File: config.mk
export PLATFORM = sky130hd
export DESIGN_NAME = rob
export DESIGN_NICKNAME = d
export VERILOG_FILES = /design/src/design/ooo_pkg.sv /design/src/design/rob.sv
export SDC_FILE = /design/constraint.sdc
export NUM_CORES = 1
export LEC_CHECK = 0
export ABC_AREA = 1
export CELL_PAD_IN_SITES_DETAIL_PLACEMENT = 0
export CELL_PAD_IN_SITES_GLOBAL_PLACEMENT = 1
export CORE_AREA = 10 10 263 265
export DETAILED_ROUTE_END_ITERATION = 7
export DIE_AREA = 0 0 273 275
export DONT_BUFFER_PORTS = 1
export PLACE_DENSITY = 0.71
export SYNTH_ARGS = -nofsm -noshare
export SYNTH_HDL_FRONTEND = slang
export SYNTH_SLANG_ARGS = --single-unit
File: constraint.sdc
create_clock -name clk -period 3.2 [get_ports clk]
set_input_delay 0 -clock clk [delete_from_list [all_inputs] [get_ports clk]]
set_output_delay 0 -clock clk [all_outputs]
set_load 0.1 [all_outputs]
File: src/design/ooo_pkg.sv
// Widths, opcodes and bus structs shared by the rename slice; compile before every other file
`default_nettype none

package ooo_pkg;

  // Architectural register file
  localparam int NUM_ARCH_REGS = 32;
  localparam int REG_W = 5;
  localparam int XLEN = 32;

  // Reorder buffer sizing
  // Tags stay 7 bits wide, only the low ROB_PTR_W bits are ever nonzero
  localparam int ROBID_W = 7;
  localparam int ROB_DEPTH = 16;
  localparam int ROB_PTR_W = $clog2(ROB_DEPTH);
  localparam int ROB_CNT_W = ROB_PTR_W + 1;

  // RV32 major opcodes used by decode
  localparam int OPC_W = 7;
  localparam logic [OPC_W-1:0] OPC_LUI = 7'b0110111;
  localparam logic [OPC_W-1:0] OPC_AUIPC = 7'b0010111;
  localparam logic [OPC_W-1:0] OPC_JAL = 7'b1101111;
  localparam logic [OPC_W-1:0] OPC_OP = 7'b0110011;
  // No destination register for these two
  localparam logic [OPC_W-1:0] OPC_STORE = 7'b0100011;
  localparam logic [OPC_W-1:0] OPC_BRANCH = 7'b1100011;

  // Destination with a flag for "writes nothing"
  typedef struct packed {
    logic             none;
    logic [REG_W-1:0] idx;
  } dest_t;

  // Decode to rat
  typedef struct packed {
    logic               valid;
    dest_t              dest;
    logic [ROBID_W-1:0] robid;
    logic [REG_W-1:0]   rs1;
    logic [REG_W-1:0]   rs2;
  } rename_req_t;

  // Value when valid, otherwise tag in the low bits
  typedef struct packed {
    logic            valid;
    logic [XLEN-1:0] tagval;
  } operand_t;

  // Common data bus result
  typedef struct packed {
    logic               valid;
    logic               error;
    logic [ROBID_W-1:0] robid;
    dest_t              dest;
    logic [XLEN-1:0]    result;
  } wb_t;

  // In-order retirement of one destination
  typedef struct packed {
    logic             valid;
    logic [REG_W-1:0] rd;
    logic [XLEN-1:0]  result;
  } retire_t;

  // Decode to rob
  typedef struct packed {
    logic  valid;
    dest_t dest;
  } alloc_t;

endpackage

`default_nettype wire

File: src/design/rob.sv
// Circular reorder buffer; collects bus results and retires them in program order or flushes
`default_nettype none

module rob (
  input  logic                        clk,
  input  logic                        rst_n,
  input  ooo_pkg::alloc_t             alloc,
  input  ooo_pkg::wb_t                wb,
  output logic [ooo_pkg::ROBID_W-1:0] tail,
  output logic                        rob_full,
  output ooo_pkg::retire_t            retire,
  output logic                        flush
);

  import ooo_pkg::*;

  // Pointers and occupancy
  logic [ROB_PTR_W-1:0] head_q;
  logic [ROB_PTR_W-1:0] tail_q;
  logic [ROB_PTR_W-1:0] tail_next;
  logic [ROB_CNT_W-1:0] count_q;

  // Entry storage
  dest_t                dest_q   [ROB_DEPTH];
  logic [XLEN-1:0]      result_q [ROB_DEPTH];
  logic [ROB_DEPTH-1:0] done_q;
  logic [ROB_DEPTH-1:0] err_q;

  // Registered retire and flush outputs
  logic                 ret_valid_q;
  logic [REG_W-1:0]     ret_rd_q;
  logic [XLEN-1:0]      ret_result_q;
  logic                 flush_q;

  logic [ROB_PTR_W-1:0] wb_slot;
  logic                 head_ready;

  assign wb_slot    = wb.robid[ROB_PTR_W-1:0];
  assign tail_next  = tail_q + ROB_PTR_W'(alloc.valid);
  assign head_ready = (count_q != '0) && done_q[head_q];

  // Pointer and count update
  always_ff @(posedge clk) begin
    if (!rst_n) begin
      head_q      <= '0;
      tail_q      <= '0;
      count_q     <= '0;
      ret_valid_q <= 1'b0;
      flush_q     <= 1'b0;
    end else begin
      ret_valid_q <= 1'b0;
      flush_q     <= 1'b0;
      if (head_ready && err_q[head_q]) begin
        // Errored head, drop everything including this cycle's allocation
        flush_q <= 1'b1;
        head_q  <= tail_next;
        tail_q  <= tail_next;
        count_q <= '0;
      end else begin
        tail_q  <= tail_next;
        count_q <= count_q + ROB_CNT_W'(alloc.valid) - ROB_CNT_W'(head_ready);
        if (head_ready) begin
          head_q <= head_q + 1'b1;
          // No strobe for stores and branches
          ret_valid_q <= !dest_q[head_q].none;
        end
      end
    end
  end

  // Completion bits, cleared on allocation
  always_ff @(posedge clk) begin
    if (!rst_n) begin
      done_q <= '0;
      err_q  <= '0;
    end else begin
      if (alloc.valid) begin
        done_q[tail_q] <= 1'b0;
        err_q[tail_q]  <= 1'b0;
      end
      if (wb.valid) begin
        done_q[wb_slot] <= 1'b1;
        err_q[wb_slot]  <= wb.error;
      end
    end
  end

  // Payload
  always_ff @(posedge clk) begin
    if (alloc.valid) begin
      dest_q[tail_q] <= alloc.dest;
    end
    if (wb.valid) begin
      result_q[wb_slot] <= wb.result;
    end
    if (head_ready) begin
      ret_rd_q     <= dest_q[head_q].idx;
      ret_result_q <= result_q[head_q];
    end
  end

  assign tail     = ROBID_W'(tail_q);
  assign rob_full = (count_q == ROB_CNT_W'(ROB_DEPTH));
  assign flush    = flush_q;

  always_comb begin
    retire.valid  = ret_valid_q;
    retire.rd     = ret_rd_q;
    retire.result = ret_result_q;
  end

endmodule

`default_nettype wire

Word-level counts from Yosys, hierarchy flattened:

Memory sizes are Yosys's and may differ from the RTL's. A register that Yosys moved wholly into a read port is not among the register bits.
Index checks and enable logic that the tools add are counted.
W data, S select, Z words.

* flip-flop bits (word level): 52
* RAM bits: 608
* input bits: 56
* output and inout port bits: 47
* logic and storage cells: 59
* memories kept: 2

Memories
* result_q: words 16, bits a word 32, read ports 1, clocked after Yosys merged registers in 1, wr ports 1, line rob.sv:25 `logic [XLEN-1:0] result_q [ROB_DEPTH];`
* dest_q: words 16, bits a word 6, read ports 1, clocked after Yosys merged registers in 1, wr ports 1, line rob.sv:24 `dest_t dest_q [ROB_DEPTH];`

* $add $sub $neg: 4
* order comparisons: 5
* eq/ne operators: 1
* mux-type cells: 24
* bitwise gates (word level): 6
* reduce and logical (&&, ||, !) cells: 9

Operators with widths (count)
* $mux W16: 6
* $and A16 B16 Y16: 2
* $bwmux W16: 1
* $mux W4: 4
* $not A16 Y16: 1
* $or A16 B16 Y16: 1
* $lt A4 B5 Y1 const B: 3
* $mux W1: 9
* $bmux W1 S4: 2
* $demux W1 S4: 2
* $ge A4 B1 Y1 const B: 2
* $add A5 B1 Y5: 1
* $eq A5 B5 Y1 const B: 1
* $reduce_bool A5 Y1: 1
* $sub A5 B1 Y5: 1
* $add A4 B1 Y4: 1
* $add A4 B1 Y4 const B: 1
* $logic_and A1 B1 Y1: 4
* $reduce_or A3 Y1: 1
* $not A1 Y1: 2
* $reduce_bool A2 Y1: 1
* $reduce_or A2 Y1: 1
* $logic_not A1 Y1: 1

Longest topological paths before layout:

Gate-level depths: netlist of run 1.

* depth after elaboration: 10
* depth in mapped cells: 19
* gate-level depth less buffers: 18

Worst setup path before layout of run 1:

Ideal clock, no wire load.

* path kind: reg2reg
* start: register head_q[0]
* end: register count_q[4]
* setup time: 0.064 ns
* arrival time: 2.315 ns
* data required time: 3.136 ns
* setup slack: 0.820 ns
* cell stages (with the launch flop): 20
* path buffers: 2
* clock period less this slack: 2.380 ns
* cell sequence: dfxtp_1 -> inv_2 -> buf_4 -> nand2_1 -> nand3_1 -> nand3_1 -> nand2_1 -> nand2_1 -> nand2_1 -> nand2_2 -> buf_6 -> nand2_1 -> nand2_1 -> ha_1 -> inv_1 -> fa_1 -> o21ai_0 -> xor2_1 -> inv_1 -> nor2_1

* longest elaborated chain between the ends: 5
* elaborated cells on any way between the ends: 8
* those cells by class: 1 x add/sub; 4 x mux; 3 x reduce/logical

RTL lines
* start, declared: line rob.sv:18 `logic [ROB_PTR_W-1:0] head_q;`
* start signal, assigned: line rob.sv:56 `head_q <= tail_next;`
* start signal, assigned: line rob.sv:63 `head_q <= head_q + 1'b1;`
* branches (longest 5 deep; another with $sub A5 B1 Y5)
* end signal, assigned: line rob.sv:61 `count_q <= count_q + ROB_CNT_W'(alloc.valid) - ROB_CNT_W'(head_ready);`
* end, declared: line rob.sv:21 `logic [ROB_CNT_W-1:0] count_q;`

Parallel ways; which one is timed is not known. The select of a mux whose other input is x is not followed.
A chain may end at the register's enable or synchronous reset.

Worst setup path after layout of run 1:

* start: input port wb[39] (netlist name)
* end: memory result_q[7][12] (enable)

RTL lines
* start, declared: line rob.sv:8 `input ooo_pkg::wb_t wb,`
* end, declared: line rob.sv:25

Straight into the memory's write port.

==> results of run 1 <==
[logic make-up after synthesis]
kind of cell             after synthesis  share of synthesized area
buffers and inverters                233                     0.0361
multiplexers                          20                    0.00735
other                                  1                   0.000138
AND/OR/NAND/NOR                      542                     0.0791
flip-flops                           696                      0.749
adder cells (fa/ha/maj)                9                    0.00441
XOR/XNOR                               8                    0.00257
AO/OA/AOI/OAI                        547                      0.121
[power breakdown]
| part | switching, µW | internal (µW) |
|---|---|---|
| Clock | 3490 | 4750 |
| Combinational | 2260 | 922 |
| Sequential | 587 | 10300 |
[worst max-delay path by stage]
| stage | slack, ns | depth (start not counted) | to | from |
|---|---|---|---|---|
| global placement | 0.44 | 18 | count_q[4] | head_q[0] |
| detailed placement | 0.45 | 18 | count_q[4] | head_q[0] |
| floorplan | 0.82 | 19 | count_q[4] | head_q[0] |
| finish | 0.36 | 8 | result_q[7][12] | wb[39] |
| global route | 0.16 | 9 | count_q[2] | head_q[0] |
| CTS | 0.35 | 8 | result_q[7][12] | wb[39] |
[worst reg2reg max path, stage by stage (launching register included)]
cell and delay (ns):
dfxtp_4 0.40, inv_6 0.25, nand2_1 0.11, nand3_1 0.08, nand3_1 0.09, nand2_1 0.07, nand2_1 0.05, nand2_1 0.12
nand2_2 0.07, nor2_1 0.16, inv_1 0.09, nand2_1 0.06, ha_1 0.16, inv_1 0.06, fa_1 0.42, o21ai_0 0.22
xor2_1 0.16, inv_1 0.05, nor2_1 0.10
[flip-flops by register name, indices dropped and copies added, names as in the netlist, named ones only]
register and cells:
result_q 512, dest_q 96, ret_result_q 32, done_q 16, err_q 16, count_q 5
ret_rd_q 5, head_q 4, tail_q 4, flush 1, ret_valid_q 1
[cell usage after synthesis]
library cell	n	area share
inv_2	9	0.0012
xnor2_1	2	0.00064
nand2_2	2	0.00046
buf_2	44	0.0081
nor2_1	318	0.044
o21ai_0	292	0.054
clkinv_1	1	0.00014
o221ai_1	104	0.033
fa_1	1	0.00074
clkbuf_1	76	0.010
mux2i_1	20	0.0074
dfxtp_1	51	0.038
ha_1	8	0.0037
nor3_1	3	0.00055
clkbuf_2	1	0.00018
o22ai_1	24	0.0055
o211ai_1	45	0.012
nand3_1	86	0.016
buf_1	3	0.00041
buf_6	1	0.00041
buf_4	12	0.0033
a211oi_1	10	0.0028
inv_1	86	0.012
o21ai_1	10	0.0018
a21oi_1	61	0.011
nand4_1	1	0.00023
xor2_1	6	0.0019
conb_1	1	0.00014
nand2_1	132	0.018
edfxtp_1	645	0.71
o21ai_2	1	0.00032
[per-layer routing]
metal	global-route usage	vias up	wire length [µm]
li1	-	7728	-
met2	0.292	547	33500
met3	0.0340	116	4420
met1	0.255	8596	30700
met5	0	-	43
met4	0.0664	8	1890
[cell type report]
type                       count  area (µm²)
sequential                   696       20400
timing repair buffer         103         958
clock buffer                  93        1990
multi-input combinational   1129        5860
clock inverter                43         360
tap                          855        1070
inverter                      96         367
antenna                        1        2.50
fill                        5490       32900
[per-stage QoR]
stage	setup slack [ns]	total power, µW	cells	hold WS, ns	util
global placement	0.436	14100	2825	0.0999	0.440
CTS	0.347	22500	3015	0.0288	0.485
floorplan	0.820	13200	2058	0.0989	-
global route	0.156	23300	3016	0.0773	0.485
detailed placement	0.450	14100	2825	0.100	0.440
finish	0.358	22300	3016	0.0510	0.485
==> results.md, run 1 <==
* Status: finished, final reports clean
* Crit. End Element: flip-flop
* Worst-path clk slew at 0.05 ns
* Reg2reg start: head_q[0]
* Post-route clock skew at 0.0281 ns
* Most common cell after layout, fill and taps aside: edfxtp_1
* Hold buffer count at CTS at 54
* Maximum clock insertion buffer count at 3
* F_max at 352 MHz
* Root Driver: clkbuf_16
* FF-to-FF End: count_q[4]
* Max IR drop VDD at 0.439 mV
* Gr ovfl total at 0
* Clock sink count at 696
* FP Rows at 93
* Total core area at 0.0639 mm²
* Fin. Hold Viols at 0
* Seq/Total Area, Yosys at 0.749
* Nets@finish at 2165
* CTS-repair resized insts at 0
* Largest net degree at the start of global routing at 134
* Netlist Area Pre-Place at 0.0272 mm²
* Final GP Congestion at 0.793
* Final Cell Area at 0.0310 mm²
* Initial core utilization at 0.426
* First-pass DRT Iterations at 5
* Count of pins over their slew limit at 0
* Via count at 17000
* Global Route Usage Sum at 0.185
* Initial antenna violation count at 5
* Clk Latency, worst-skew pair at 0.62 ns
* Starting DRC count in detailed routing at 1780
* Drt wl/cell at 23.4 µm
* CTS tree: done
* Worst Path Required at 3.44 ns
* Die X at 273 µm
* Worst-Margin Slew at 1.10 ns
* Power per Cell Area at 720 mW/mm²
* Vias in the first global route at 16300
* H-Tree Depth at 3
* Startpoint Class: primary input
* Fin crit share at 0.888
* Post-DP HPWL at 37600 µm
* Ys Warns at 0
* Die area at 0.0751 mm²
* Endpoints failing setup at 0
* DIE HEIGHT at 275 µm
* Most frequent CP cell: dlygate4sd3_1
* WHS Path Cells at 2
* First-pass GRT wire length at 105000 µm
* CP max-delay cell: dlygate4sd3_1
* CP cell instances: dlygate4sd3_1 > nand2_1 > dlygate4sd3_1 > nor2_1 > dlygate4sd3_1 > nand2_1 > inv_2 > buf_4
* Post-layout min period at 2.84 ns
* Crit Path Class: primary input to flip-flop
* Cell Area, Placed at 0.0281 mm²
* R2R setup slack at 0.44 ns
* Top Ports at 103
* Final ANT Viol Nets at 0
* Largest stage delay, worst path at 0.62 ns
* DRC errors left at 0
* Average size of a mapped cell at 13.2 µm²
* Port bufs at 0
* CP top delay family: buffers and inverters
* Worst Reg2Reg Path Length in Cells at 18
* Setup TNS at 0 ns
* Hold Path End: tail_q[2]
* Flops & latches, synth at 696
* Yosys cell types at 31
* Pleak at 0.0102 µW
* Critical Path AT at 3.08 ns
* Routed WL at 70500 µm
* CTS Buf Count at 74
* Crit path buf inv count at 5
* RSZ-0062 raised after global routing: no
* Slew headroom at 0.268
* Routed vias/inst at 5.63
* Commonest non-fill, non-tap cells in the layout: 645 x edfxtp_1, 317 x nor2_1, 292 x o21ai_0
* Crit-path max FO at 22
* Max-cap violations at 0
* Synth Instances at 2056
* Worst min path class: primary input to flip-flop
* Layout cells sized above 1 at 0.0856
* Layout area overhead at 13.9%
* Post-CTS Setup Bufs at 0
* Hold path startpoint: rst_n
No activity file was read; power rests on OpenSTA's default activity.
==> inputs of run 2 (changes only) <==
==> constraint.sdc (replaced) <==
create_clock -name clk -period 3.2 [get_ports clk]
set_input_delay 0 -clock clk [delete_from_list [all_inputs] [get_ports clk]]
set_output_delay 0 -clock clk [all_outputs]
set_load 0.01 [all_outputs]
==> run 2 against run 1 <==
First-iteration DRC count fell by 16%; combinational power decreased by 3%; clock skew down 0.0023 ns; register-to-register slack about the same.
==> results.md, run 2 (synthesized netlist as in run 1, its figures left out) <==
* Hold Slack at 0.0358 ns
* Max-cap violations at 0
* Post-CTS Setup Bufs at 0
* Clock sink count at 696
* Reg2reg start: head_q[0]
* Vias in the first global route at 16400
* FP Rows at 93
* First-pass GRT wire length at 104000 µm
* Commonest non-fill, non-tap cells in the layout: 645 x edfxtp_1, 318 x nor2_1, 292 x o21ai_0
* Crit Path Class: primary input to flip-flop
* Routed WL at 69700 µm
* Via count at 16900
* Nets@finish at 2162
* Hold Path End: tail_q[3]
* F_max at 351 MHz
* Fin. Hold Viols at 0
* Top Ports at 103
* Layout area overhead at 13.1%
* Setup TNS at 0 ns
* Diodes inserted at 0
* R2R setup slack at 0.43 ns
* Largest register FFs at 512
* Most common cell after layout, fill and taps aside: edfxtp_1
* Max IR drop VDD at 0.499 mV
* Port bufs at 0
* Biggest regs: result_q (512), dest_q (96), ret_result_q (32)
* Global Route Usage Sum at 0.183
* Worst min path class: primary input to flip-flop
* Root Driver: clkbuf_16
* CTS-repair resized insts at 0
* Endpoints failing setup at 0
* Final GP Congestion at 0.792
* Final ANT Viol Nets at 0
* DIE HEIGHT at 275 µm
* Crit. End Element: flip-flop
* Worst Path Required at 3.45 ns
* Starting DRC count in detailed routing at 1490
* Worst-Margin Slew at 1.19 ns
* WHS Path Cells at 2
* CTS Buf Count at 73
* Post-route clock skew at 0.0258 ns
* DRC errors left at 0
* Drt wl/cell at 23.2 µm
* Worst Reg2Reg Path Length in Cells at 18
* Slew headroom at 0.208
* Worst-path clk slew at 0.06 ns
* Count of pins over their slew limit at 0
* Power per Cell Area at 695 mW/mm²
* Initial core utilization at 0.426
* H-Tree Depth at 3
* Hold path startpoint: rst_n
* Total core area at 0.0639 mm²
* RSZ-0062 raised after global routing: no
* Gr ovfl total at 0
* First-pass DRT Iterations at 5
* Initial antenna violation count at 3
* Maximum clock insertion buffer count at 3
* Routed vias/inst at 5.63
* Top reg by flops: result_q
* Fin crit share at 0.891
* Pleak at 0.0101 µW
* Die X at 273 µm
* Hold buffer count at CTS at 53
* Post-DP HPWL at 37000 µm
* Startpoint Class: primary input
* Clk Latency, worst-skew pair at 0.62 ns
* CTS tree: done
* Post-layout min period at 2.85 ns
* Die area at 0.0751 mm²
* FF-to-FF End: count_q[4]
* Critical Path AT at 3.11 ns
* Largest net degree at the start of global routing at 109
* Status: finished, final reports clean
* Crit-path max FO at 21
* Layout cells sized above 1 at 0.0808
run 2: cell count changes in the layout (fill, tap and decap cells not counted), moves of 2 or more:
cell and delta:
clkinv_1 +4, clkbuf_16 -3, clkinv_4 -3, buf_12 -2, bufinv_16 -2, clkbuf_8 -2
run 2: per-layer routing:
metal | vias to the layer above | part of all wire | track usage
li1 | 7728 | - | -
met1 | 8550 | 0.42 | 0.243
met2 | 546 | 0.49 | 0.302
met3 | 107 | 0.065 | 0.0323
met4 | 6 | 0.023 | 0.0609
met5 | - | 0.00049 | 0
run 2: metrics by stage:
step | utilization | total power (µW) | std cells | cell area, µm² | setup WS (ns)
5_1_grt | 0.482 | 22300 | 3009 | 30800 | 0.0907
6_report | 0.482 | 21400 | 3009 | 30800 | 0.348
3_3_place_gp | 0.440 | 13600 | 2824 | 28100 | 0.423
2_1_floorplan | - | 12700 | 2058 | 27200 | 0.820
4_1_cts | 0.482 | 21600 | 3009 | 30800 | 0.364
3_5_place_dp | 0.440 | 13600 | 2824 | 28100 | 0.446
run 2: worst max-delay path: stages:
cell           delay (ns)
dlygate4sd3_1        0.61
inv_1                0.07
nor2_1               0.07
dlygate4sd3_1        0.55
inv_1                0.07
nor2_1               0.08
dlygate4sd3_1        0.54
nand2_1              0.11
inv_2                0.46
buf_4                0.51
run 2: worst max-delay path by stage:
stage               from         endpoint  slack [ns]
2_1_floorplan  head_q[0]       count_q[4]        0.82
3_5_place_dp   head_q[0]       count_q[4]        0.45
4_1_cts           wb[40]  result_q[7][10]        0.36
6_report          wb[40]  result_q[7][10]        0.35
3_3_place_gp   head_q[0]       count_q[4]        0.42
5_1_grt        head_q[0]       count_q[4]        0.09
run 2: where the power goes:
part           leakage [µW]  switching (µW)  internal (µW)
logic               0.00280            2170            915
clock network       0.00107            3420           4380
registers           0.00624             204          10300
run 2: cell type report:
cell class | count | area, µm²
Tap cell | 855 | 1070
Fill cell | 5494 | 33100
Timing Repair Buffer | 101 | 916
Inverter | 96 | 367
Multi-Input combinational cell | 1129 | 5850
Sequential cell | 696 | 20400
Clock buffer | 89 | 1890
Clock inverter | 43 | 290
==> inputs of run 3 (changes only) <==
--- a/config.mk
+++ b/config.mk
@@ -12,7 +12,7 @@
 export DETAILED_ROUTE_END_ITERATION = 7
 export DIE_AREA = 0 0 273 275
 export DONT_BUFFER_PORTS = 1
-export PLACE_DENSITY = 0.71
+export PLACE_DENSITY_LB_ADDON = 0.1
 export SYNTH_ARGS = -nofsm -noshare
 export SYNTH_HDL_FRONTEND = slang
 export SYNTH_SLANG_ARGS = --single-unit
==> run 3 against run 2 <==
Combinational power increased by 1%; power grew 3.0%; count of clock-buffer cells in the layout is 14 higher; flip-flop and latch count unchanged; register-to-register slack got worse by 0.09 ns; maximum frequency down 2.2%; core utilization is 0.46 points higher; critical path depth down 1; design area is 0.96% higher; global-route usage up 1.1 points; critical path type unchanged; highest routed layer unchanged.
==> results.md, run 3 (synthesized netlist as in run 1, its figures left out) <==
* Fin crit share at 0.911
* Clk Latency, worst-skew pair at 0.60 ns
* FF-to-FF End: count_q[3]
* Top Ports at 103
* Drt wl/cell at 24.3 µm
* Global Route Usage Sum at 0.193
* Biggest regs: result_q (512), dest_q (96), ret_result_q (32)
* Most common cell after layout, fill and taps aside: edfxtp_1
* Maximum clock insertion buffer count at 3
* CTS Buf Count at 75
* Worst-Margin Slew at 1.11 ns
* Count of pins over their slew limit at 0
* Max-cap violations at 0
* F_max at 343 MHz
* Worst setup path start: wb[40]
* Critical Path AT at 3.18 ns
* Fin. Hold Viols at 0
* Final ANT Viol Nets at 0
* Endpoints failing setup at 0
* Most frequent CP cell: dlygate4sd3_1
* Worst Path Required at 3.46 ns
* Initial core utilization at 0.426
* Post-layout util at 0.487
* Largest stage delay, worst path at 0.60 ns
* Routed WL at 73500 µm
* Post-route clock skew at 0.0149 ns
* Post-DP HPWL at 39200 µm
* Layout area overhead at 14.2%
* Max IR drop VDD at 0.426 mV
* Net Sw Power at 5830 µW
* R2R setup slack at 0.34 ns
* Pre-CTS setup slack at 0.355 ns
* Vias in the first global route at 16200
* Startpoint Class: primary input
* Crit path to: result_q[10][30]
* Clock share of power at 0.381
* Initial antenna violation count at 4
* Crit-path max FO at 19
* Nets@finish at 2177
* Routed vias/inst at 5.57
* Worst Reg2Reg Path Length in Cells at 9
* Clock sink count at 696
* Reg2reg start: head_q[0]
* Post-layout min period at 2.92 ns
* Worst-path clk slew at 0.06 ns
* Setup TNS at 0 ns
* Layout cells sized above 1 at 0.0854
* Total core area at 0.0639 mm²
* H-Tree Depth at 3
* RSZ-0062 raised after global routing: no
* Largest net degree at the start of global routing at 181
* Worst min path class: primary input to flip-flop
* Die area at 0.0751 mm²
* Status: finished, final reports clean
* Setup WS post-layout at 0.284 ns
* Pleak at 0.0103 µW
* DRC errors left at 0
* First-pass DRT Iterations at 5
* Filler cell count at 5614
* Total Power at 22000 µW
* Cell-internal power at 16200 µW
* Commonest non-fill, non-tap cells in the layout: 645 x edfxtp_1, 318 x nor2_1, 292 x o21ai_0
* First-pass GRT wire length at 108000 µm
* Power per Cell Area at 709 mW/mm²
* Slew headroom at 0.257
* Combinational share of power at 0.142
* Final GP Congestion at 0.751
* FP Rows at 93
* CTS tree: done
* Gr ovfl total at 0
* Largest register FFs at 512
* Crit Path Class: primary input to flip-flop
* Switching share of power at 0.265
* Die X at 273 µm
* CP cell instances: dlygate4sd3_1 > inv_1 > nand2_1 > dlygate4sd3_1 > nor2_1 > dlygate4sd3_1 > nand2_1 > inv_2 > buf_4
* Port bufs at 0
* CTS-repair resized insts at 0
* Post-CTS Setup Bufs at 0
* CP max-delay cell: dlygate4sd3_1
* Via count at 16800
* Sequential Power Share at 0.478
* Starting DRC count in detailed routing at 1347
* Top reg by flops: result_q
* Crit. End Element: flip-flop
* Root Driver: clkbuf_16
* DIE HEIGHT at 275 µm
run 3: how the worst min path moves through the flow:
stage / start / slack (ns) / depth (start not counted) / end
global route: rst_n / 0.14 / 2 / tail_q[2]
global placement: wb[23] / 0.10 / 0 / result_q[0][23]
floorplan: alloc[0] / 0.1 / 0 / dest_q[0][0]
finish: rst_n / 0.10 / 2 / tail_q[2]
CTS: rst_n / 0.08 / 2 / tail_q[2]
detailed placement: wb[23] / 0.10 / 0 / result_q[0][23]
run 3: stage by stage:
stage / cell area [µm²] / cells / hold slack (ns)
after CTS: 31100 / 3021 / 0.0798
after global placement: 28200 / 2835 / 0.100
after global routing: 31100 / 3023 / 0.143
final: 31100 / 3023 / 0.100
after detailed placement: 28200 / 2835 / 0.100
after floorplan: 27200 / 2058 / 0.0989
run 3: metal layers:
metal | GRT usage | wire length (µm) | vias up
li1 | - | - | 7746
met1 | 0.270 | 33600 | 8547
met2 | 0.310 | 34600 | 455
met3 | 0.0322 | 4000 | 91
met4 | 0.0523 | 1320 | 4
met5 | 0 | 17 | -
run 3: power groups by stage:
stage	logic, µW	clock network (µW)	registers [µW]
floorplan	2120	0	10600
global placement	2960	0	10700
detailed placement	2980	0	10700
CTS	3150	8590	10500
global route	3500	8970	10600
finish	3120	8390	10500
run 3: what timing repair did:
item	CTS	global route
endpoints found under the setup margin	0	0
endpoints found under the hold margin	708	0
hold buffers	55	0
run 3: critical path, delay by kind of cell:
kind | cells | cell delay, ns
buffers and inverters | 6 | 2.84
and+or+nand+nor | 3 | 0.32
run 3: final cells by class:
class	instances	area, µm²	area share
Inverter	96	370	0.0119
Timing Repair Buffer	114	1030	0.0332
Clock buffer	103	2060	0.0661
Tap cell	855	1070	0.0344
Multi-Input combinational cell	1129	5850	0.188
Sequential cell	696	20400	0.656
Clock inverter	28	294	0.00946
Antenna cell	2	5.00	0.000161
